--- src/common/arp_crypto_pkg.sv ---
// Shared definitions for the ARP crypto packet steering block.
// Holds the stream widths, classification constants, FSM state
// encodings, the stream beat struct, the two-way tdata union and
// the byte counting helper used on tkeep.
package arp_crypto_pkg;

   localparam int data_width  = 256;
   localparam int keep_width  = 32;
   localparam int tuser_width = 128;

   // Destination-port byte in tuser that tags a payload packet
   localparam logic [7:0]  store_ident  = 8'hFF;
   // Ethertype as it appears in the stream byte order
   localparam logic [15:0] arp_type     = 16'h0608;
   localparam logic [31:0] magic_word   = 32'hA5A5A5A5;
   localparam logic [31:0] max_chunk    = 32'd1436;
   localparam logic [15:0] hdr_overhead = 16'd64;

   localparam int in_depth_bits    = 2;
   localparam int store_depth_bits = 4;

   // One-hot steering states
   localparam logic [5:0] st_idle        = 6'b000001;
   localparam logic [5:0] st_to_store    = 6'b000010;
   localparam logic [5:0] st_pass        = 6'b000100;
   localparam logic [5:0] st_arp_meta    = 6'b001000;
   localparam logic [5:0] st_arp_drain   = 6'b010000;
   localparam logic [5:0] st_arp_payload = 6'b100000;

   typedef struct packed {
      logic [data_width-1:0]  tdata;
      logic [keep_width-1:0]  tkeep;
      logic [tuser_width-1:0] tuser;
      logic                   tlast;
   } axis_beat_t;

   typedef union packed {
      // Ethernet header as seen on the first beat
      struct packed {
         logic [143:0] pad;
         logic [15:0]  eth_type;
         logic [47:0]  src_mac;
         logic [47:0]  dst_mac;
      } eth_view;
      // Metadata beat inserted after the ARP header
      struct packed {
         logic [79:0] pad;
         logic [31:0] size;
         logic [31:0] offset;
         logic [31:0] magic;
         logic [79:0] carry;
      } meta_view;
   } beat_data_u;

   // Valid bytes in a contiguous tkeep
   function automatic logic [5:0] keep_count(input logic [keep_width-1:0] keep);
      logic [5:0] n;
      n = '0;
      for (int i = 0; i < keep_width; i++) begin
         n = n + 6'(keep[i]);
      end
      return n;
   endfunction

endpackage

--- src/rtl/beat_fifo.sv ---
// Fall-through FIFO of AXI-Stream beats.
// The head entry is always visible on dout, and nearly_full
// rises when only one free slot is left.
module beat_fifo #(
   parameter int depth_bits = 2
) (
   input  logic                       axis_aclk,
   input  logic                       axis_resetn,
   input  logic                       wr_en,
   input  arp_crypto_pkg::axis_beat_t din,
   input  logic                       rd_en,
   output arp_crypto_pkg::axis_beat_t dout,
   output logic                       empty,
   output logic                       nearly_full
);
   import arp_crypto_pkg::*;

   axis_beat_t             mem [(1 << depth_bits)];
   logic [depth_bits-1:0]  wr_ptr;
   logic [depth_bits-1:0]  rd_ptr;
   logic [depth_bits:0]    count;
   logic                   do_wr;
   logic                   do_rd;

   // Writes into a full buffer are ignored
   assign do_wr = wr_en && !count[depth_bits];
   assign do_rd = rd_en && !empty;

   assign dout        = mem[rd_ptr];
   assign empty       = (count == '0);
   assign nearly_full = (count >= (depth_bits + 1)'((1 << depth_bits) - 1));

   always_ff @(posedge axis_aclk) begin
      if (do_wr) begin
         mem[wr_ptr] <= din;
      end
   end

   always_ff @(posedge axis_aclk) begin
      if (!axis_resetn) begin
         wr_ptr <= '0;
         rd_ptr <= '0;
         count  <= '0;
      end else begin
         if (do_wr) begin
            wr_ptr <= wr_ptr + 1'b1;
         end
         if (do_rd) begin
            rd_ptr <= rd_ptr + 1'b1;
         end
         count <= count + (depth_bits + 1)'(do_wr) - (depth_bits + 1)'(do_rd);
      end
   end

endmodule

--- config.mk ---
export PLATFORM = sky130hd
export DESIGN_NAME = beat_fifo
export DESIGN_NICKNAME = d
export VERILOG_FILES = /design/src/common/arp_crypto_pkg.sv /design/src/rtl/beat_fifo.sv
export SDC_FILE = /design/constraint.sdc
export NUM_CORES = 1
export LEC_CHECK = 0
export BUFFER_PORTS_ARGS = -buffer_cell sky130_fd_sc_hd__buf_2
export CORE_ASPECT_RATIO = 1.1
export CORE_MARGIN = 3
export CORE_UTILIZATION = 51
export CTS_CLUSTER_DIAMETER = 60
export DETAILED_ROUTE_END_ITERATION = 8
export PLACE_DENSITY_LB_ADDON = 0.15
export SETUP_SLACK_MARGIN = 0.1
export SLEW_MARGIN = 20
export SYNTH_ARGS = -nofsm -noshare
export SYNTH_HDL_FRONTEND = slang
export SYNTH_SLANG_ARGS = --single-unit
--- constraint.sdc ---
create_clock -name axis_aclk -period 14.35 [get_ports axis_aclk]
set_clock_uncertainty 0.2 [all_clocks]
set_input_delay 2.87 -clock axis_aclk [delete_from_list [all_inputs] [get_ports axis_aclk]]
set_output_delay 2.87 -clock axis_aclk [all_outputs]
set_load 0.05 [all_outputs]
==> results by group <==
Power and ir drop
  • Leak pwr: 23.65 nW
  • Pwr dens: 197.5 nW/um^2
  • Peak supply drop: 0.1395 mV

Min path
  • Hold Crit Start: rd_ptr[0]
  • Hold Crit Depth: 2
  • Hold Path Class: reg -> reg

Floorplanning
  • Rows: 131
  • Io pins: 840
  • Initial core utilization: 51.80%
  • Die area: 122900 um^2
  • Die Height: 367.3 um
  • Core Box Area: 116900 um^2
  • Die width: 334.5 um

Finish
  • Share of cells above drive strength 1: 45.69%
  • Area delta synth->final: 18.47%
  • Final Net Count: 3594
  • Most frequent cells in the layout: 1668 x edfxtp_1, 839 x buf_2, 417 x mux4_2, 168 x clkbuf_16, 43 x clkbuf_1
  • Final cell count without fillers: 4880
  • Most common cell after layout, fill and taps aside: edfxtp_1
  • Layout Utilization: 61.37%

Synth
  • Yosys warning count: 0
  • Synthesized flop and latch total: 1677
  • Syn Inst Count: 2227
  • Register area share after synthesis: 83.04%
  • Syn_area_per_cell: 27.18 um^2
  • Yosys cell types: 21
  • Synth Cell Area: 60530 um^2
  • Syn Nets: 2656

Timing
  • Final Critical Period: 7.384 ns
  • Max Freq: 135.4 MHz
  • RSZ-0062 raised after global routing: no
  • Slew margin rel.: 17.14%
  • Setup TNS: 0 ns
  • Setup slack after layout: 6.966 ns
  • Final cycle utilization of the critical path: 51.46%
  • Endpoints failing setup: 0
  • Worst Max-Slew Pin Slew: 1.243 ns
  • Final Slew Violations: 0
  • Final hold vios: 0

Critical path
  • CP endpoint kind: primary output
  • Startpoint Class: flop
  • Crit-path max cell delay: 0.91 ns
  • CP max-delay cell: buf_4
  • Worst-path cell chain: buf_4 -> buf_4 -> mux4_2 -> buf_2
  • CP dominant cell by count: buf_4
  • Worst R2R End: mem[2][117]
  • R2R setup slack: 9.97 ns
  • Cells on worst reg2reg path: 4
  • Required @ worst endpoint: 11.28 ns
  • Critical R2R Launch: count[2]
  • Worst EP arrival: 4.31 ns
  • Crit-path max FO: 66
  • Setup CP Type: reg -> out

Global route
  • First-pass GRT wire length: 193900 um
  • Largest net degree at the start of global routing: 147
  • All-Layer GR Usage: 21.76%
  • Initial antenna violation count: 99
  • Overflow after GRT: 0
  • Vias in the first global route: 28830

Route
  • # DRC: 0
  • Iter 0 DRT Violations: 1889
  • 1st-pass router iterations: 5
  • WL/cell: 27.08 um
  • Routed Antenna Nets: 0
  • Vias: 27330
  • Total wire length: 132200 um
  • Via density: 5.601

Place
  • IO Port Bufs: 839
  • Routability cong.: 0.7869
  • Pre-CTS setup slack: 7.488 ns
  • Cells after DPL: 4529
  • Post-DP HPWL: 83290 um

CTS
  • Clk root buf: clkbuf_16
  • Skew-Pair Late Insertion Delay: 0.75 ns
  • CTS Buffer Depth: 3
  • Post-CTS sizing: 0
  • CTS tree: built
  • TritonCTS Sinks: 1677
  • Clk slew on worst S/H paths: 0.06 ns
  • TritonCTS Buffers: 162
  • H-tree Lvls: 4
  • Post-CTS Setup Bufs: 0
  • Hold buffers post-CTS: 0

Run
  • Max Cap Violations: 0

Outcome
  • Status: complete, no violations
## worst max-delay path, delay by kind of cell, from the launching register on
family | cells | cell delay (ns)
buffers and inverters | 3 | 2.09
multiplexers | 1 | 0.37
flip-flops | 1 | 0.85
## cells in the mapped netlist, drive strengths merged
| library cell | instances | area share, % |
|---|---|---|
| nand2 | 3 | 0.019 |
| nor2b | 4 | 0.041 |
| ha | 7 | 0.14 |
| dfxtp | 9 | 0.30 |
| clkbuf | 20 | 0.12 |
| a21boi | 1 | 0.012 |
| fa | 1 | 0.033 |
| mux2i | 1 | 0.017 |
| nor3 | 1 | 0.0083 |
| or4bb | 1 | 0.019 |
| edfxtp | 1668 | 83 |
| inv | 6 | 0.037 |
| and2 | 7 | 0.072 |
| or3 | 1 | 0.010 |
| xnor2 | 2 | 0.029 |
| mux4 | 417 | 16 |
| o21ai | 4 | 0.033 |
| buf | 74 | 0.84 |
## power by group
group          total (W)  internal (W)  switching (W)
clock network    0.00407       0.00237        0.00171
registers        0.00604       0.00591       0.000121
logic            0.00406       0.00114        0.00292
total             0.0142       0.00942        0.00475
## cell families after synthesis
group / Yosys count / synth area share [%]
adder cells (fa/ha/maj): 8 / 0.1778
AO/OA/AOI/OAI: 5 / 0.04548
multiplexers: 418 / 15.53
buffers and inverters: 100 / 1.002
XOR/XNOR: 2 / 0.02894
flip-flops: 1677 / 83.04
AND/OR/NAND/NOR: 17 / 0.1695
## flip-flops by register name, summed over array words and instances (netlist names), named ones only
register,count
mem,1668
wr_ptr,2
count,3
rd_ptr,2
## layout make-up
class	instances	area, um^2
diodes	59	147.6
clock buffers	212	4379
clock inverters	79	757.0
fillers	8083	45150
inverters	6	22.52
multi-input cells	450	9667
flip-flops and latches	1677	50280
well taps	1529	1913
repair buffers	868	4553
## worst max path at each step
stage | startpoint | end | depth (start not counted)
2_1_floorplan | wr_en | mem[2][0] | 3
3_3_place_gp | wr_en | mem[2][112] | 5
3_5_place_dp | wr_en | mem[2][117] | 5
4_1_cts | flop | dout[110] | 4
5_1_grt | flop | dout[53] | 5
6_report | flop | dout[104] | 4
## metal layers
metal / track usage (%) / routed length [um] / vias up
li1: - / - / 11690
met1: 25.30 / 46330 / 14320
met2: 34.68 / 66560 / 959
met3: 9.065 / 12900 / 302
met4: 11.46 / 6003 / 56
met5: 0 / 349 / -
## per-stage QoR
step	hold WS [ns]	total power (W)	instance area [um^2]
finish	0.2941	0.01417	71720
global route	0.3044	0.01469	71650
CTS	0.2880	0.01435	71540
detailed placement	0.2773	0.01026	66400
global placement	0.2647	0.01021	66400
floorplan	0.2609	0.009422	60530
No activity file was read; power rests on OpenSTA's default activity.
