`src/common/arp_crypto_pkg.sv`:
```
// Shared definitions for the ARP crypto packet steering block.
// Holds the stream widths, classification constants, FSM state
// encodings, the stream beat struct, the two-way tdata union and
// the byte counting helper used on tkeep.
package arp_crypto_pkg;

   localparam int data_width  = 256;
   localparam int keep_width  = 32;
   localparam int tuser_width = 128;

   // Destination-port byte in tuser that tags a payload packet
   localparam logic [7:0]  store_ident  = 8'hFF;
   // Ethertype as it appears in the stream byte order
   localparam logic [15:0] arp_type     = 16'h0608;
   localparam logic [31:0] magic_word   = 32'hA5A5A5A5;
   localparam logic [31:0] max_chunk    = 32'd1436;
   localparam logic [15:0] hdr_overhead = 16'd64;

   localparam int in_depth_bits    = 2;
   localparam int store_depth_bits = 4;

   // One-hot steering states
   localparam logic [5:0] st_idle        = 6'b000001;
   localparam logic [5:0] st_to_store    = 6'b000010;
   localparam logic [5:0] st_pass        = 6'b000100;
   localparam logic [5:0] st_arp_meta    = 6'b001000;
   localparam logic [5:0] st_arp_drain   = 6'b010000;
   localparam logic [5:0] st_arp_payload = 6'b100000;

   typedef struct packed {
      logic [data_width-1:0]  tdata;
      logic [keep_width-1:0]  tkeep;
      logic [tuser_width-1:0] tuser;
      logic                   tlast;
   } axis_beat_t;

   typedef union packed {
      // Ethernet header as seen on the first beat
      struct packed {
         logic [143:0] pad;
         logic [15:0]  eth_type;
         logic [47:0]  src_mac;
         logic [47:0]  dst_mac;
      } eth_view;
      // Metadata beat inserted after the ARP header
      struct packed {
         logic [79:0] pad;
         logic [31:0] size;
         logic [31:0] offset;
         logic [31:0] magic;
         logic [79:0] carry;
      } meta_view;
   } beat_data_u;

   // Valid bytes in a contiguous tkeep
   function automatic logic [5:0] keep_count(input logic [keep_width-1:0] keep);
      logic [5:0] n;
      n = '0;
      for (int i = 0; i < keep_width; i++) begin
         n = n + 6'(keep[i]);
      end
      return n;
   endfunction

endpackage

```
`src/arp_crypto/packet_steer_fsm.sv`:
```
// Packet steering FSM.
// Classifies each head beat from the input FIFO and sends the packet
// to the payload store, straight through, or as an ARP reply that
// carries a metadata beat and the stored payload packet.
module packet_steer_fsm (
   input  logic                       axis_aclk,
   input  logic                       axis_resetn,
   input  arp_crypto_pkg::axis_beat_t in_head,
   input  logic                       in_empty,
   input  arp_crypto_pkg::axis_beat_t store_head,
   input  logic                       store_empty,
   input  logic                       store_nearly_full,
   input  logic                       m_axis_tready,
   input  logic [31:0]                size,
   input  logic [31:0]                offset,
   input  logic [31:0]                chunk,
   output logic                       in_rd,
   output logic                       store_wr,
   output arp_crypto_pkg::axis_beat_t store_din,
   output logic                       store_rd,
   output arp_crypto_pkg::axis_beat_t out_beat,
   output logic                       m_axis_tvalid,
   output logic                       advance
);
   import arp_crypto_pkg::*;

   logic [5:0]  state;
   logic [5:0]  next_state;
   beat_data_u  head_view;
   beat_data_u  meta;
   logic        is_store;
   logic        is_arp;

   assign head_view = in_head.tdata;
   assign is_store  = (in_head.tuser[23:16] == store_ident);
   // Reply only when a payload is waiting and the request has a second beat
   assign is_arp    = (head_view.eth_view.eth_type == arp_type) && !store_empty &&
                      !in_head.tlast;

   // Payload beats enter the store unchanged
   assign store_din = in_head;

   always_comb begin
      meta.meta_view.pad    = '0;
      meta.meta_view.size   = size;
      meta.meta_view.offset = offset;
      meta.meta_view.magic  = magic_word;
      meta.meta_view.carry  = in_head.tdata[79:0];
   end

   always_comb begin
      next_state    = state;
      in_rd         = 1'b0;
      store_wr      = 1'b0;
      store_rd      = 1'b0;
      m_axis_tvalid = 1'b0;
      advance       = 1'b0;
      out_beat      = in_head;

      case (state)
         st_idle: begin
            if (!in_empty) begin
               if (is_store) begin
                  if (!store_nearly_full) begin
                     store_wr = 1'b1;
                     in_rd    = 1'b1;
                     if (!in_head.tlast) begin
                        next_state = st_to_store;
                     end
                  end
               end else begin
                  m_axis_tvalid = 1'b1;
                  if (is_arp) begin
                     out_beat.tuser[15:0] = chunk[15:0] + hdr_overhead;
                  end
                  if (m_axis_tready) begin
                     in_rd = 1'b1;
                     if (is_arp) begin
                        next_state = st_arp_meta;
                     end else if (!in_head.tlast) begin
                        next_state = st_pass;
                     end
                  end
               end
            end
         end
         st_to_store: begin
            if (!in_empty && !store_nearly_full) begin
               store_wr = 1'b1;
               in_rd    = 1'b1;
               if (in_head.tlast) begin
                  next_state = st_idle;
               end
            end
         end
         st_pass: begin
            m_axis_tvalid = !in_empty;
            if (!in_empty && m_axis_tready) begin
               in_rd = 1'b1;
               if (in_head.tlast) begin
                  next_state = st_idle;
               end
            end
         end
         st_arp_meta: begin
            // Second request beat is replaced by the metadata word
            m_axis_tvalid  = !in_empty;
            out_beat.tdata = meta;
            out_beat.tkeep = '1;
            out_beat.tlast = 1'b0;
            if (!in_empty && m_axis_tready) begin
               in_rd   = 1'b1;
               advance = 1'b1;
               next_state = in_head.tlast ? st_arp_payload : st_arp_drain;
            end
         end
         st_arp_drain: begin
            // Rest of the request is dropped
            if (!in_empty) begin
               in_rd = 1'b1;
               if (in_head.tlast) begin
                  next_state = st_arp_payload;
               end
            end
         end
         st_arp_payload: begin
            m_axis_tvalid = !store_empty;
            out_beat      = store_head;
            if (!store_empty && m_axis_tready) begin
               store_rd = 1'b1;
               if (store_head.tlast) begin
                  next_state = st_idle;
               end
            end
         end
         default: begin
            next_state = st_idle;
         end
      endcase
   end

   always_ff @(posedge axis_aclk) begin
      if (!axis_resetn) begin
         state <= st_idle;
      end else begin
         state <= next_state;
      end
   end

endmodule

```
`config.mk`:
```
export PLATFORM = sky130hd
export DESIGN_NAME = packet_steer_fsm
export DESIGN_NICKNAME = d
export VERILOG_FILES = /design/src/common/arp_crypto_pkg.sv /design/src/arp_crypto/packet_steer_fsm.sv
export SDC_FILE = /design/constraint.sdc
export NUM_CORES = 1
export LEC_CHECK = 0
export BUFFER_PORTS_ARGS = -buffer_cell sky130_fd_sc_hd__buf_2
export CAP_MARGIN = 10
export CORE_AREA = 2 2 700 702
export DETAILED_ROUTE_END_ITERATION = 12
export DIE_AREA = 0 0 702 704
export PLACE_DENSITY = 0.3
export SLEW_MARGIN = 20
export SYNTH_ARGS = -nofsm -noshare
export SYNTH_HDL_FRONTEND = slang
export SYNTH_SLANG_ARGS = --single-unit
```
`constraint.sdc`:
```
create_clock -name axis_aclk -period 4.95 [get_ports axis_aclk]
set_clock_uncertainty 0.1 [all_clocks]
set_input_delay 0.99 -clock axis_aclk [delete_from_list [all_inputs] [get_ports axis_aclk]]
set_output_delay 0.99 -clock axis_aclk [all_outputs]
set_load 0.02 [all_outputs]
```
==> flow_metrics.py <==
metrics = {
    "critical_path": {
        "r2r.worst_path.cells": 7,
        "worst_ep_arrival_time_ns": 3.70,
        "r2r-start": "state[2]",
        "setup.worst_path.end_class": "output port",
        "worst_r2r_endpoint": "state[3]",
        "setup.worst_path.class": "primary input to output port",
        "critical_path_required_ns": 3.86,
        "ff2ff_setup_slack_ns": 1.84,
        "path_max_fanout": 16,
        "cp-start-kind": "primary input",
    },
    "cts": {
        "cts_tree": "done",
        "cts_hold_buf": 0,
        "cts_buffers": 3,
        "cts_max_path_buffers": 2,
        "clockRootBuffer": "clkbuf_16",
        "cts.htree.levels": 1,
        "clock_latency_ns": 0.23,
        "path_clk_slew_ns": 0.03,
        "cts.sinks": 6,
    },
    "synthesis": {
        "syn_nets": 2506,
        "synthesis.area_um2": 8940,
        "ys_types": 49,
        "synth_ff_type": "dfxtp_1",
        "synth_cells": 1569,
        "yosysSeqAreaShare_pct": 1.34,
        "synthArstFlopShare_pct": 0,
        "synth_edf_count": 0,
        "syn_avg_cell_area_um2": 5.70,
        "ys_ff_latch": 6,
        "yosysWarnings": 0,
    },
    "timing": {
        "setup_viol": 0,
        "fmax_mhz": 209,
        "period_share_pct": 96.7,
        "hold_ws_ns": 0.484,
        "rsz0062_at_grt": "no",
        "hold_viol_final": 0,
        "layout_setup_ws_ns": 0.161,
        "drv_slew": 0,
        "min_period_ns": 4.79,
        "max_slew.worst_pin.slew_ns": 0.895,
        "slew-limit-headroom_pct": 40.3,
    },
    "placed_design": {
        "dpl.hpwl_um": 371000,
        "portBuffers": 1758,
        "place_congestion": 0.941,
        "dpl.cell_count": 9325,
        "place_area_um2": 22800,
        "pre_cts_slack_ns": -0.150,
    },
    "layout": {
        "n_fill_cell": 58708,
        "area_growth_pct": 162,
        "fin_area_um2": 23400,
        "final_layout_size_suffix_gt1_share_pct": 63.9,
        "fin_nets": 3792,
        "top_regs": "state x6",
        "largest-register": "state",
        "fin_cells": 9547,
        "largest_register_ffs": 6,
    },
    "power": {
        "peakVddDrop_mv": 0.0568,
        "power.total_mw": 2.68,
        "power.density_nw_per_um2": 114,
        "p_leak_nw": 10.4,
    },
    "drt": {
        "dr.pass1.iters": 5,
        "vias": 19078,
        "ant_nets": 0,
        "avgRoutedWirePerCell_um": 40.3,
        "drcViolationCount": 0,
        "wl_um": 385000,
        "vias_per_cell": 2.00,
        "dr.first_iter.drc_count": 1380,
    },
    "global_route": {
        "antenna_found_initial": 446,
        "grt_pass1_vias": 17406,
        "grt_max_degree": 96,
        "grt_pass1_wl_um": 424000,
        "grt_util_all_layers_pct": 14.9,
        "overflow": 0,
    },
    "worst_hold_path": {
        "hold_depth": 2,
        "hp-class": "register to register",
        "hold-path-endpoint": "state[3]",
        "worstHoldStart": "state[3]",
    },
    "job": {
        "drv_cap": 0,
    },
    "floorplanning": {
        "num_rows": 257,
        "fp.dieW_um": 702,
        "core-area_um2": 487000,
        "io_pins": 1775,
        "die_area_um2": 494000,
        "start_util_pct": 1.83,
        "fp.dieH_um": 704,
    },
    "status": {
        "status": "finished, final reports clean",
    },
}
worst max-delay path by stage:
stage | from | to | slack, ns | cells after the start
finish | in_head[268] | out_beat[9] | 0.16 | 7
global route | in_head[19] | out_beat[2] | 0.01 | 10
detailed placement | in_head[20] | out_beat[2] | -0.15 | 10
floorplan | in_head[268] | out_beat[10] | 0.91 | 7
global placement | in_head[20] | out_beat[2] | -0.15 | 10
CTS | in_head[268] | out_beat[9] | 0.03 | 7
cell usage in the layout (no fill, tap or decap), types with 2 or more instances in the layout:
cell type  Yosys  routed
a31oi_1        2       2
buf_2          0    1755
a221o_2        6       6
nand3b_1       5       5
dfxtp_1        6       6
nor2b_1        2       2
a221o_1       10      10
nor4_1         4       3
o21ai_0        3       3
nor3_1         4       4
and3b_4        0       2
nor4b_1        3       2
inv_1          5       5
nand3_1        6       6
or4_1          2       2
and2_1        12      12
o22a_1        48      48
nor2_1        18      17
a21oi_1        3       3
buf_12         0      11
mux2i_1        2       2
a22o_1        97      97
diode_2        0     219
xor2_1         5       5
a22oi_1       64      64
xnor2_1        4       4
nand4_1        2       2
buf_4        417      33
o22ai_1        2       2
nand2_1      715     714
clkbuf_16      0       3
per-stage QoR:
step | utilization [%] | setup TNS (ns)
floorplan | - | 0
global placement | 4.67 | -1.19
detailed placement | 4.67 | -1.00
CTS | 4.69 | 0
global route | 4.72 | 0
finish | 4.81 | 0
timing repair:
item	CTS	global route
setup endpoints to repair	11	4
cloned	0	0
gates resized for setup	2	1
pin swaps	0	2
setup buffers	0	0
hold endpoints to repair	0	0
per-layer routing:
layer | GRT usage (%) | share of wire, % | up-vias
met4 | 2.50 | 2.5 | 284
met3 | 12.1 | 18 | 706
met2 | 22.7 | 42 | 1728
li1 | - | - | 7575
met1 | 16.1 | 37 | 8785
met5 | 0 | 0.49 | -
layout make-up:
| cell class | count | area (um2) | share of cell area (%) |
|---|---|---|---|
| Timing Repair Buffer | 1799 | 9250 | 39.5 |
| Multi-Input combinational cell | 1039 | 5310 | 22.7 |
| Clock buffer | 3 | 75.1 | 0.320 |
| Sequential cell | 6 | 120 | 0.513 |
| Antenna cell | 219 | 548 | 2.34 |
| Inverter | 6 | 22.5 | 0.0961 |
| Tap cell | 6475 | 8100 | 34.6 |
Yosys cell counts (2+ instances only):
library cell	count	area (um2)
nand2_1	715	2680
xor2_1	5	43.8
nor3_1	4	20.0
buf_6	2	22.5
and3b_1	2	17.5
nand4_1	2	12.5
inv_1	5	18.8
o22ai_1	2	12.5
buf_4	417	3130
xnor2_1	4	35.0
nor2b_1	2	12.5
and2_1	12	75.1
a22o_1	97	850
a31oi_1	2	12.5
buf_1	3	11.3
a22oi_1	64	480
nor2_1	18	67.6
nor4_1	4	25.0
a21oi_1	3	15.0
or4_1	2	15.0
o21ai_0	3	15.0
nand3_1	6	30.0
nor4b_1	3	26.3
and3b_2	2	20.0
nand3b_1	5	37.5
o22a_1	48	420
mux2i_1	2	20.0
a221o_2	6	67.6
a221o_1	10	100
clkbuf_1	95	357
dfxtp_1	6	120
worst max-delay path, stage by stage:
cell     delay (ns)
buf_2          0.11
or4_1          0.60
buf_4          0.21
or4_1          0.64
and2_4         0.33
a221o_1        0.51
buf_2          0.28
power by group:
part	switching, mW	internal, mW	leakage, nW
registers	0.0109	0.0548	0.0487
clock network	0.0278	0.104	0.0384
logic	1.84	0.643	10.3
kinds of logic after synthesis:
kind of cell,share of synthesized area [%]
XOR/XNOR,0.882
AO/OA/AOI/OAI,22.6
multiplexers,0.224
buffers and inverters,39.8
flip-flops,1.34
adder cells (fa/ha/maj),0.140
AND/OR/NAND/NOR,35.0
Note: power is estimated with default switching activity, not from simulation.
