<file path="config.mk">
export PLATFORM = sky130hd
export DESIGN_NAME = chunk_tracker
export DESIGN_NICKNAME = d
export VERILOG_FILES = /design/src/common/arp_crypto_pkg.sv /design/src/arp_crypto/chunk_tracker.sv
export SDC_FILE = /design/constraint.sdc
export NUM_CORES = 1
export LEC_CHECK = 0
export ABC_AREA = 1
export ABC_CLOCK_PERIOD_IN_PS = 4400
export BUFFER_PORTS_ARGS = -buffer_cell sky130_fd_sc_hd__buf_2
export CORE_MARGIN = 2
export CORE_UTILIZATION = 35
export CTS_BUF_LIST = sky130_fd_sc_hd__clkbuf_8
export CTS_CLUSTER_SIZE = 25
export DETAILED_ROUTE_END_ITERATION = 10
export GPL_TIMING_DRIVEN = 0
export PLACE_DENSITY_LB_ADDON = 0.15
export SLEW_MARGIN = 5
export SYNTH_ARGS = -nofsm -noshare
export SYNTH_HDL_FRONTEND = slang
export SYNTH_SLANG_ARGS = --single-unit
</file>
<file path="constraint.sdc">
create_clock -name axis_aclk -period 4.4 [get_ports axis_aclk]
set_clock_uncertainty 0.15 [all_clocks]
set_input_delay 0.44 -clock axis_aclk [delete_from_list [all_inputs] [get_ports axis_aclk]]
set_output_delay 0.44 -clock axis_aclk [all_outputs]
set_load 0.1 [all_outputs]
</file>
<file path="src/common/arp_crypto_pkg.sv">
// Shared definitions for the ARP crypto packet steering block.
// Holds the stream widths, classification constants, FSM state
// encodings, the stream beat struct, the two-way tdata union and
// the byte counting helper used on tkeep.
package arp_crypto_pkg;

   localparam int data_width  = 256;
   localparam int keep_width  = 32;
   localparam int tuser_width = 128;

   // Destination-port byte in tuser that tags a payload packet
   localparam logic [7:0]  store_ident  = 8'hFF;
   // Ethertype as it appears in the stream byte order
   localparam logic [15:0] arp_type     = 16'h0608;
   localparam logic [31:0] magic_word   = 32'hA5A5A5A5;
   localparam logic [31:0] max_chunk    = 32'd1436;
   localparam logic [15:0] hdr_overhead = 16'd64;

   localparam int in_depth_bits    = 2;
   localparam int store_depth_bits = 4;

   // One-hot steering states
   localparam logic [5:0] st_idle        = 6'b000001;
   localparam logic [5:0] st_to_store    = 6'b000010;
   localparam logic [5:0] st_pass        = 6'b000100;
   localparam logic [5:0] st_arp_meta    = 6'b001000;
   localparam logic [5:0] st_arp_drain   = 6'b010000;
   localparam logic [5:0] st_arp_payload = 6'b100000;

   typedef struct packed {
      logic [data_width-1:0]  tdata;
      logic [keep_width-1:0]  tkeep;
      logic [tuser_width-1:0] tuser;
      logic                   tlast;
   } axis_beat_t;

   typedef union packed {
      // Ethernet header as seen on the first beat
      struct packed {
         logic [143:0] pad;
         logic [15:0]  eth_type;
         logic [47:0]  src_mac;
         logic [47:0]  dst_mac;
      } eth_view;
      // Metadata beat inserted after the ARP header
      struct packed {
         logic [79:0] pad;
         logic [31:0] size;
         logic [31:0] offset;
         logic [31:0] magic;
         logic [79:0] carry;
      } meta_view;
   } beat_data_u;

   // Valid bytes in a contiguous tkeep
   function automatic logic [5:0] keep_count(input logic [keep_width-1:0] keep);
      logic [5:0] n;
      n = '0;
      for (int i = 0; i < keep_width; i++) begin
         n = n + 6'(keep[i]);
      end
      return n;
   endfunction

endpackage

</file>
<file path="src/arp_crypto/chunk_tracker.sv">
// Transfer chunk tracker.
// Registers the configured total size and walks an offset through
// it, one chunk per ARP reply. A chunk is the smaller of max_chunk
// and the bytes still left.
module chunk_tracker (
   input  logic        axis_aclk,
   input  logic        axis_resetn,
   input  logic [31:0] cfg_size,
   input  logic        advance,
   output logic [31:0] size,
   output logic [31:0] offset,
   output logic [31:0] chunk
);
   import arp_crypto_pkg::*;

   logic [31:0] remain;

   assign remain = size - offset;
   assign chunk  = (remain < max_chunk) ? remain : max_chunk;

   always_ff @(posedge axis_aclk) begin
      if (!axis_resetn) begin
         size   <= '0;
         offset <= '0;
      end else begin
         size <= cfg_size;
         // Restart on a new size or once the whole transfer is done
         if (size != cfg_size || offset == size) begin
            offset <= '0;
         end else if (advance) begin
            offset <= offset + chunk;
         end
      end
   end

endmodule

</file>
==> results of run 1 <==
==> critical path, delay by kind of cell, from the launching register on <==
kind                     cells  cell delay (ns)
AND/OR/NAND/NOR             23             2.21
AO/OA/AOI/OAI                6             0.90
adder cells (fa/ha/maj)      3             0.82
buffers and inverters        5             0.48
flip-flops                   1             0.37
XOR/XNOR                     1             0.09
==> cell type report <==
class / count / area, um^2 / area share (%)
repair buffers: 162 / 966 / 9.68
plain buffers: 34 / 218 / 2.18
multi-input cells: 915 / 5800 / 58.1
clock buffers: 10 / 138 / 1.38
inverters: 265 / 1000 / 10.1
clock inverters: 6 / 88.8 / 0.890
well taps: 270 / 338 / 3.38
flip-flops and latches: 64 / 1430 / 14.3
==> sequential cells by signal, summed over array words and instances (netlist names), named ones only <==
signal and cells:
offset 31, size 32
==> power by group through the flow <==
stage	Sequential, uW	Clock, uW	Combinational (uW)
3_3_place_gp	621	0	708
6_report	612	603	820
4_1_cts	609	620	754
3_5_place_dp	620	0	711
2_1_floorplan	721	0	455
5_1_grt	613	643	891
==> worst paths after layout <==
check | end | depth (start not counted) | startpoint | slack, ns
setup / recovery | offset[30] | 38 | size[0] | -0.75
setup reg to reg | offset[30] | 38 | size[0] | -0.75
hold / removal | size[15] | 3 | cfg_size[15] | 0.12
hold reg to reg | offset[1] | 2 | offset[1] | 0.37
==> per-layer routing <==
metal  GRT usage, %  vias up
met2           37.8      237
met5              0        -
li1               -     4276
met3           3.92       41
met4           6.68        2
met1           31.6     3742
==> cell usage after synthesis (2+ instances only) <==
master	n
a211oi_1	3
a21boi_0	2
a21o_1	3
a21oi_1	82
a221oi_1	4
a22o_1	3
a31oi_1	7
and2_1	2
buf_4	21
clkbuf_1	11
dfxtp_1	64
fa_1	2
ha_1	61
inv_1	260
inv_2	5
nand2_1	368
nand2_2	17
nand3_1	61
nand3_2	4
nand3b_1	12
nand4_1	13
nor2_1	84
nor2_2	8
nor2_4	4
nor3_1	11
nor3_2	2
nor4_1	11
o211ai_1	6
o21a_1	4
o21ai_0	44
o21bai_1	4
o22ai_1	5
or2_2	6
xnor2_1	8
xor2_1	23
==> stage by stage <==
| step | util, % | setup WS [ns] | std cells |
|---|---|---|---|
| 2_1_floorplan | - | -0.946 | 1278 |
| 3_3_place_gp | 41.8 | -1.15 | 1656 |
| 3_5_place_dp | 41.8 | -1.17 | 1656 |
| 4_1_cts | 45.4 | -0.548 | 1695 |
| 5_1_grt | 49.3 | -0.989 | 1726 |
| 6_report | 49.3 | -0.753 | 1726 |
==> logic make-up (layout without fill, tap and decap cells) <==
group | after synthesis | in the layout | synth area share, %
flops | 64 | 64 | 17.8
compound gates | 172 | 172 | 13.6
simple gates | 608 | 608 | 36.9
xor+xnor | 31 | 31 | 3.76
fa+ha+maj | 63 | 63 | 11.1
other cells | 1 | 41 | 0.0520
buf+inv | 299 | 477 | 16.8
==> what timing repair did <==
item                       in CTS  in global routing
gates resized for setup        67                141
setup buffers                  23                 32
hold buffers                    0                  0
pin swaps                      16                 65
setup endpoints to repair      30                 29
cloned                          0                  0
==> qor.txt, run 1 <==
CTS tree: built
Slowest CP cell: fa_2
Routability cong.: 0.937
Port buffer count: 108
Pins Over Slew Limit: 0
Nets: 1549
Residual DRC: 0
Overall Global Routing Usage: 23.2%
Drt wl/cell: 15.4 um
Tcrit/Tclk final: 117%
Switching share of total power: 42.9%
Path type of the worst min-delay path: input pin to flip-flop
Cell Area, Synth: 0.00721 mm^2
Yosys top cell area share: 19.2%
Max Root-Sink Buffers: 2
Biggest area consumer among synthesized cells: nand2_1
Largest cells by area after synthesis: nand2_1 (19%), dfxtp_1 (18%), inv_1 (14%), ha_1 (11%), a21oi_1 (5.7%)
Final min period: 5.15 ns
Final total power: 2030 uW
Detailed placement HPWL: 21700 um
Placed instance area: 0.00846 mm^2
Final hold slack: 0.123 ns
Worst-path fanout max: 4
Sequential share of power: 30.1%
Net Switching: 872 uW
Comb pwr share: 40.3%
DR vias/cell: 4.81
Gr ovfl total: 0
Final instance area: 0.00998 mm^2
CP peak stage delay: 0.38 ns
Met1 WL: 12300 um
Clock share of power: 29.6%
Final worst-path setup slack: -0.753 ns
Worst path required time: 4.51 ns
Largest net degree at the start of global routing: 13
Syn Inst Count: 1238
Row Count: 52
Final hold viol count: 0
Final setup viols: 18
Post-synth EDFFs: 0
Post-route ant nets: 0
Metal2 WL: 11900 um
Final setup TNS: -6.63 ns
DR top layer: met5
Routed length on met3: 1620 um
Seq/Total Area, Yosys: 17.8%
Fill count: 2125
Synthesis-to-finish area growth: 38.4%
Yosys reg bits: 64
Die height: 148 um
Status: finished with violations
Crit start category: flip-flop
Worst Tran Pin Value: 0.769 ns
First-pass DRT Iterations: 6
Fmax: 0.194 GHz
Most common cell after layout, fill and taps aside: nand2_1
Number of synthesis warnings: 0
WL final: 26600 um
CP Class: flip-flop to flip-flop
Setup crit end kind: flip-flop
Max Cap Viol: 0
Most used cell, CP: nand2_1
Root buf cell: clkbuf_8
Die Width: 148 um
Die Area: 0.0218 mm^2
Most frequent cells in the layout: nand2_1 (312), inv_1 (249), buf_2 (106), buf_4 (72), nor2_1 (71)
I/O pin cnt: 131
Vias: 8298
CP Data Arrival Time: 5.26 ns
Htree depth: 3
Initial core utilization: 35.6%
Failing checks: setup timing
Syn avg cell area: 5.83 um^2
First-pass GRT wire length: 39400 um
CTS Buf Count: 9
Vias in the first global route: 7520
CTS Sinks: 64
Max rail drop VDD: 0.195 mV
Share of layout cells above drive strength 1: 33.0%
Max-slew headroom: 48.7%
Post-synth ARST share: 0%
CTS clk-pin slew, worst paths: 0.08 ns
Ys flop type: dfxtp_1
RSZ-0062 raised after global routing: yes
Synth cell types: 48
Initial DRC count: 490
Power Dens Cells: 204 mW/mm^2
Clock latency at the later pin of the worst-skew pair: 0.36 ns
Internal power: 1160 uW
ANT cells: 0
Core ar.: 0.0202 mm^2
Leakage power: 0.00551 uW
Initial antenna violation count: 1
No activity file was read; power rests on OpenSTA's default activity.
==> run 2: changes to the inputs <==
--- a/config.mk
+++ b/config.mk
@@ -9,7 +9,7 @@
 export ABC_CLOCK_PERIOD_IN_PS = 4400
 export BUFFER_PORTS_ARGS = -buffer_cell sky130_fd_sc_hd__buf_2
 export CORE_MARGIN = 2
-export CORE_UTILIZATION = 35
+export CORE_UTILIZATION = 33
 export CTS_BUF_LIST = sky130_fd_sc_hd__clkbuf_8
 export CTS_CLUSTER_SIZE = 25
 export DETAILED_ROUTE_END_ITERATION = 10
==> run 2 against run 1 <==
Against the previous run: critical path type unchanged; the flow still finishes with violations (setup timing); die area increased by 5.9%; non-clock buffer count rose by 16; combinational power down 1%; final cell count is 1.5% higher; count of clock-buffer cells in the layout down 1; worst hold slack got worse by 0.0024 ns; power fell by 4.7%; flip-flop and latch count is the same; clock power shrank 13%.
==> qor.txt, run 2 (synthesis gave the netlist of run 1 again) <==
Status: finished with violations
Failing checks: setup timing
Initial antenna violation count: 0 (-1)
First-pass GRT wire length: 41500 um (+5.3%)
Vias in the first global route: 7877 (+4.7%)
Net Switching: 869 uW (-0.38%)
Root buf cell: clkbuf_8
Worst-path fanout max: 5 (+1)
CTS Hold Bufs: 0 (unchanged)
Min-Delay Path Depth: 3 (unchanged)
Switching share of total power: 44.8% (+1.9 points)
Most common cell after layout, fill and taps aside: nand2_1
FF-to-FF Start: size[0]
Die Area: 0.0231 mm^2 (+5.9%)
Tcrit/Tclk final: 115% (-1.8 points)
Path type of the worst min-delay path: input pin to flip-flop
Largest Register: size
CP Class: flip-flop to flip-flop
Detailed placement HPWL: 22500 um (+4.0%)
Post-Route Utilization: 46.2% (-3.1 points)
Hold_sp: cfg_size[3]
Finished Layout Cells: 1752 (+1.5%)
Overall Global Routing Usage: 22.9% (-0.28 points)
Synthesis-to-finish area growth: 38.6%
Row Count: 54 (+3.8%)
First-pass DRT Iterations: 5 (-1)
Internal power: 1070 uW (-7.9%)
Hold EP: size[3]
Max rail drop VDD: 0.127 mV (-35%)
Clock latency at the later pin of the worst-skew pair: 0.37 ns (about the same)
CP Data Arrival Time: 5.16 ns (-0.10 ns)
Most used cell, CP: nand2_2
Seq. cell area: 0.00143 mm^2 (unchanged)
Worst Tran Pin Value: 0.769 ns (-0.000419 ns)
Worst path required time: 4.48 ns (-0.03 ns)
Clock share of power: 27.0% (-2.6 points)
Critical path launch point: size[0]
Max Root-Sink Buffers: 2 (unchanged)
Slowest CP cell: fa_2
Htree depth: 3 (unchanged)
Drt wl/cell: 15.7 um (+2.3%)
Final setup TNS: -6.55 ns (+0.0887 ns)
Leakage power: 0.00551 uW (about the same)
Die Width: 152 um (+2.9%)
CTS Sinks: 64 (unchanged)
Pins Over Slew Limit: 0 (unchanged)
Initial DRC count: 387 (-21%)
Fill count: 2374 (+12%)
ANT cells: 0 (unchanged)
CTS tree: built
Nets: 1565 (+1.0%)
Largest net degree at the start of global routing: 12 (-1)
Final worst-path setup slack: -0.674 ns (+0.0789 ns)
RSZ-0062 raised after global routing: yes
Max-slew headroom: 48.7% (about the same)
WL final: 27600 um (+3.8%)
Power Dens Cells: 194 mW/mm^2 (-4.8%)
Gr ovfl total: 0 (unchanged)
Residual DRC: 0 (unchanged)
Share of layout cells above drive strength 1: 33.2% (+0.19 points)
Reg2reg setup slack: -0.67 ns (+0.08 ns)
Die height: 152 um (+2.9%)
Max Cap Viol: 0 (unchanged)
Final total power: 1940 uW (-4.7%)
Comb pwr share: 41.7% (+1.4 points)
I/O pin cnt: 131 (unchanged)
Setup crit end kind: flip-flop
Crit start category: flip-flop
Final min period: 5.07 ns (-0.0789 ns)
Final hold slack: 0.120 ns (-0.00242 ns)
Final hold viol count: 0 (unchanged)
Area of the multi-input gates: 0.00567 mm^2 (-2.3%)
Post-route ant nets: 0 (unchanged)
Port buffer count: 108 (unchanged)
Largest register FFs: 32 (unchanged)
Sequential share of power: 31.3% (+1.2 points)
Routability cong.: 0.925 (-1.3%)
FF-to-FF End: offset[24]
Vias: 8357 (+0.71%)
Dpl cells: 1666 (+0.60%)
CTS clk-pin slew, worst paths: 0.08 ns (about the same)
CP peak stage delay: 0.37 ns (about the same)
DR vias/cell: 4.77 (-0.78%)
Largest regs: size x32, offset x31
Fmax: 0.197 GHz (+1.6%)
CTS Buf Count: 9 (unchanged)
R2R depth: 39 (+2.6%)
Most frequent cells in the layout: nand2_1 (321), inv_1 (246), buf_2 (106), buf_4 (79), nor2_1 (67)
Core ar.: 0.0216 mm^2 (+6.9%)
Final setup viols: 23 (+5)
Initial core utilization: 33.4% (-2.3 points)
## run 2: changes by cell type in the layout (fill, tap and decap cells not counted), sizes merged
cell      delta
buf         +16
clkinvlp     +4
bufinv       -1
inv          -2
clkbuf       -1
## run 2: through the flow
stage	instance area [um^2]	setup slack (ns)
after floorplan	7590	-0.946
after global placement	8480	-1.34
final	10000	-0.674
after global routing	10000	-0.956
after detailed placement	8480	-1.34
after CTS	9330	-0.627
## run 2: area by class of cell
cell class                      instances  area share, %
Buffer                                 34           2.18
Tap cell                              280           3.50
Multi-Input combinational cell        915           56.7
Timing Repair Buffer                  178           11.4
Inverter                              265           10.1
Clock inverter                          7          0.576
Clock buffer                            9           1.24
Sequential cell                        64           14.3
## run 2: worst max-delay path: cells and delay by family, from the launching register on
family          cells  cell delay (ns)
xor+xnor            1             0.17
simple gates       27             2.36
compound gates      5             0.73
fa+ha+maj           3             0.80
flops               1             0.36
buf+inv             3             0.36
## run 2: what timing repair did
item                                    4_1_cts  5_1_grt
endpoints found under the setup margin       35       32
resized for setup                            71      129
pin swaps                                    42       53
setup buffers                                44       29
gates cloned                                  0        0
## run 2: how the worst max path moves through the flow
| stage | slack, ns | cells after the start | endpoint |
|---|---|---|---|
| 4_1_cts | -0.63 | 39 | offset[30] |
| 6_report | -0.67 | 39 | offset[24] |
| 3_3_place_gp | -1.34 | 37 | offset[24] |
| 3_5_place_dp | -1.34 | 37 | offset[24] |
| 2_1_floorplan | -0.95 | 39 | offset[24] |
| 5_1_grt | -0.96 | 38 | offset[30] |
## run 2: power by group through the flow
| stage | Sequential [uW] | Combinational [uW] | Clock [uW] |
|---|---|---|---|
| final | 606 | 809 | 524 |
| after global routing | 608 | 880 | 566 |
| after CTS | 605 | 760 | 541 |
| after detailed placement | 617 | 721 | 0 |
| after global placement | 617 | 719 | 0 |
| after floorplan | 721 | 455 | 0 |
## run 2: routing by layer
layer / vias up / part of all wire (%) / track usage, %
met1: 3793 / 45 / 29.3
met4: 0 / 3.6 / 8.81
met2: 208 / 48 / 39.5
met5: - / 0 / 0
li1: 4303 / - / -
met3: 53 / 4.1 / 2.85
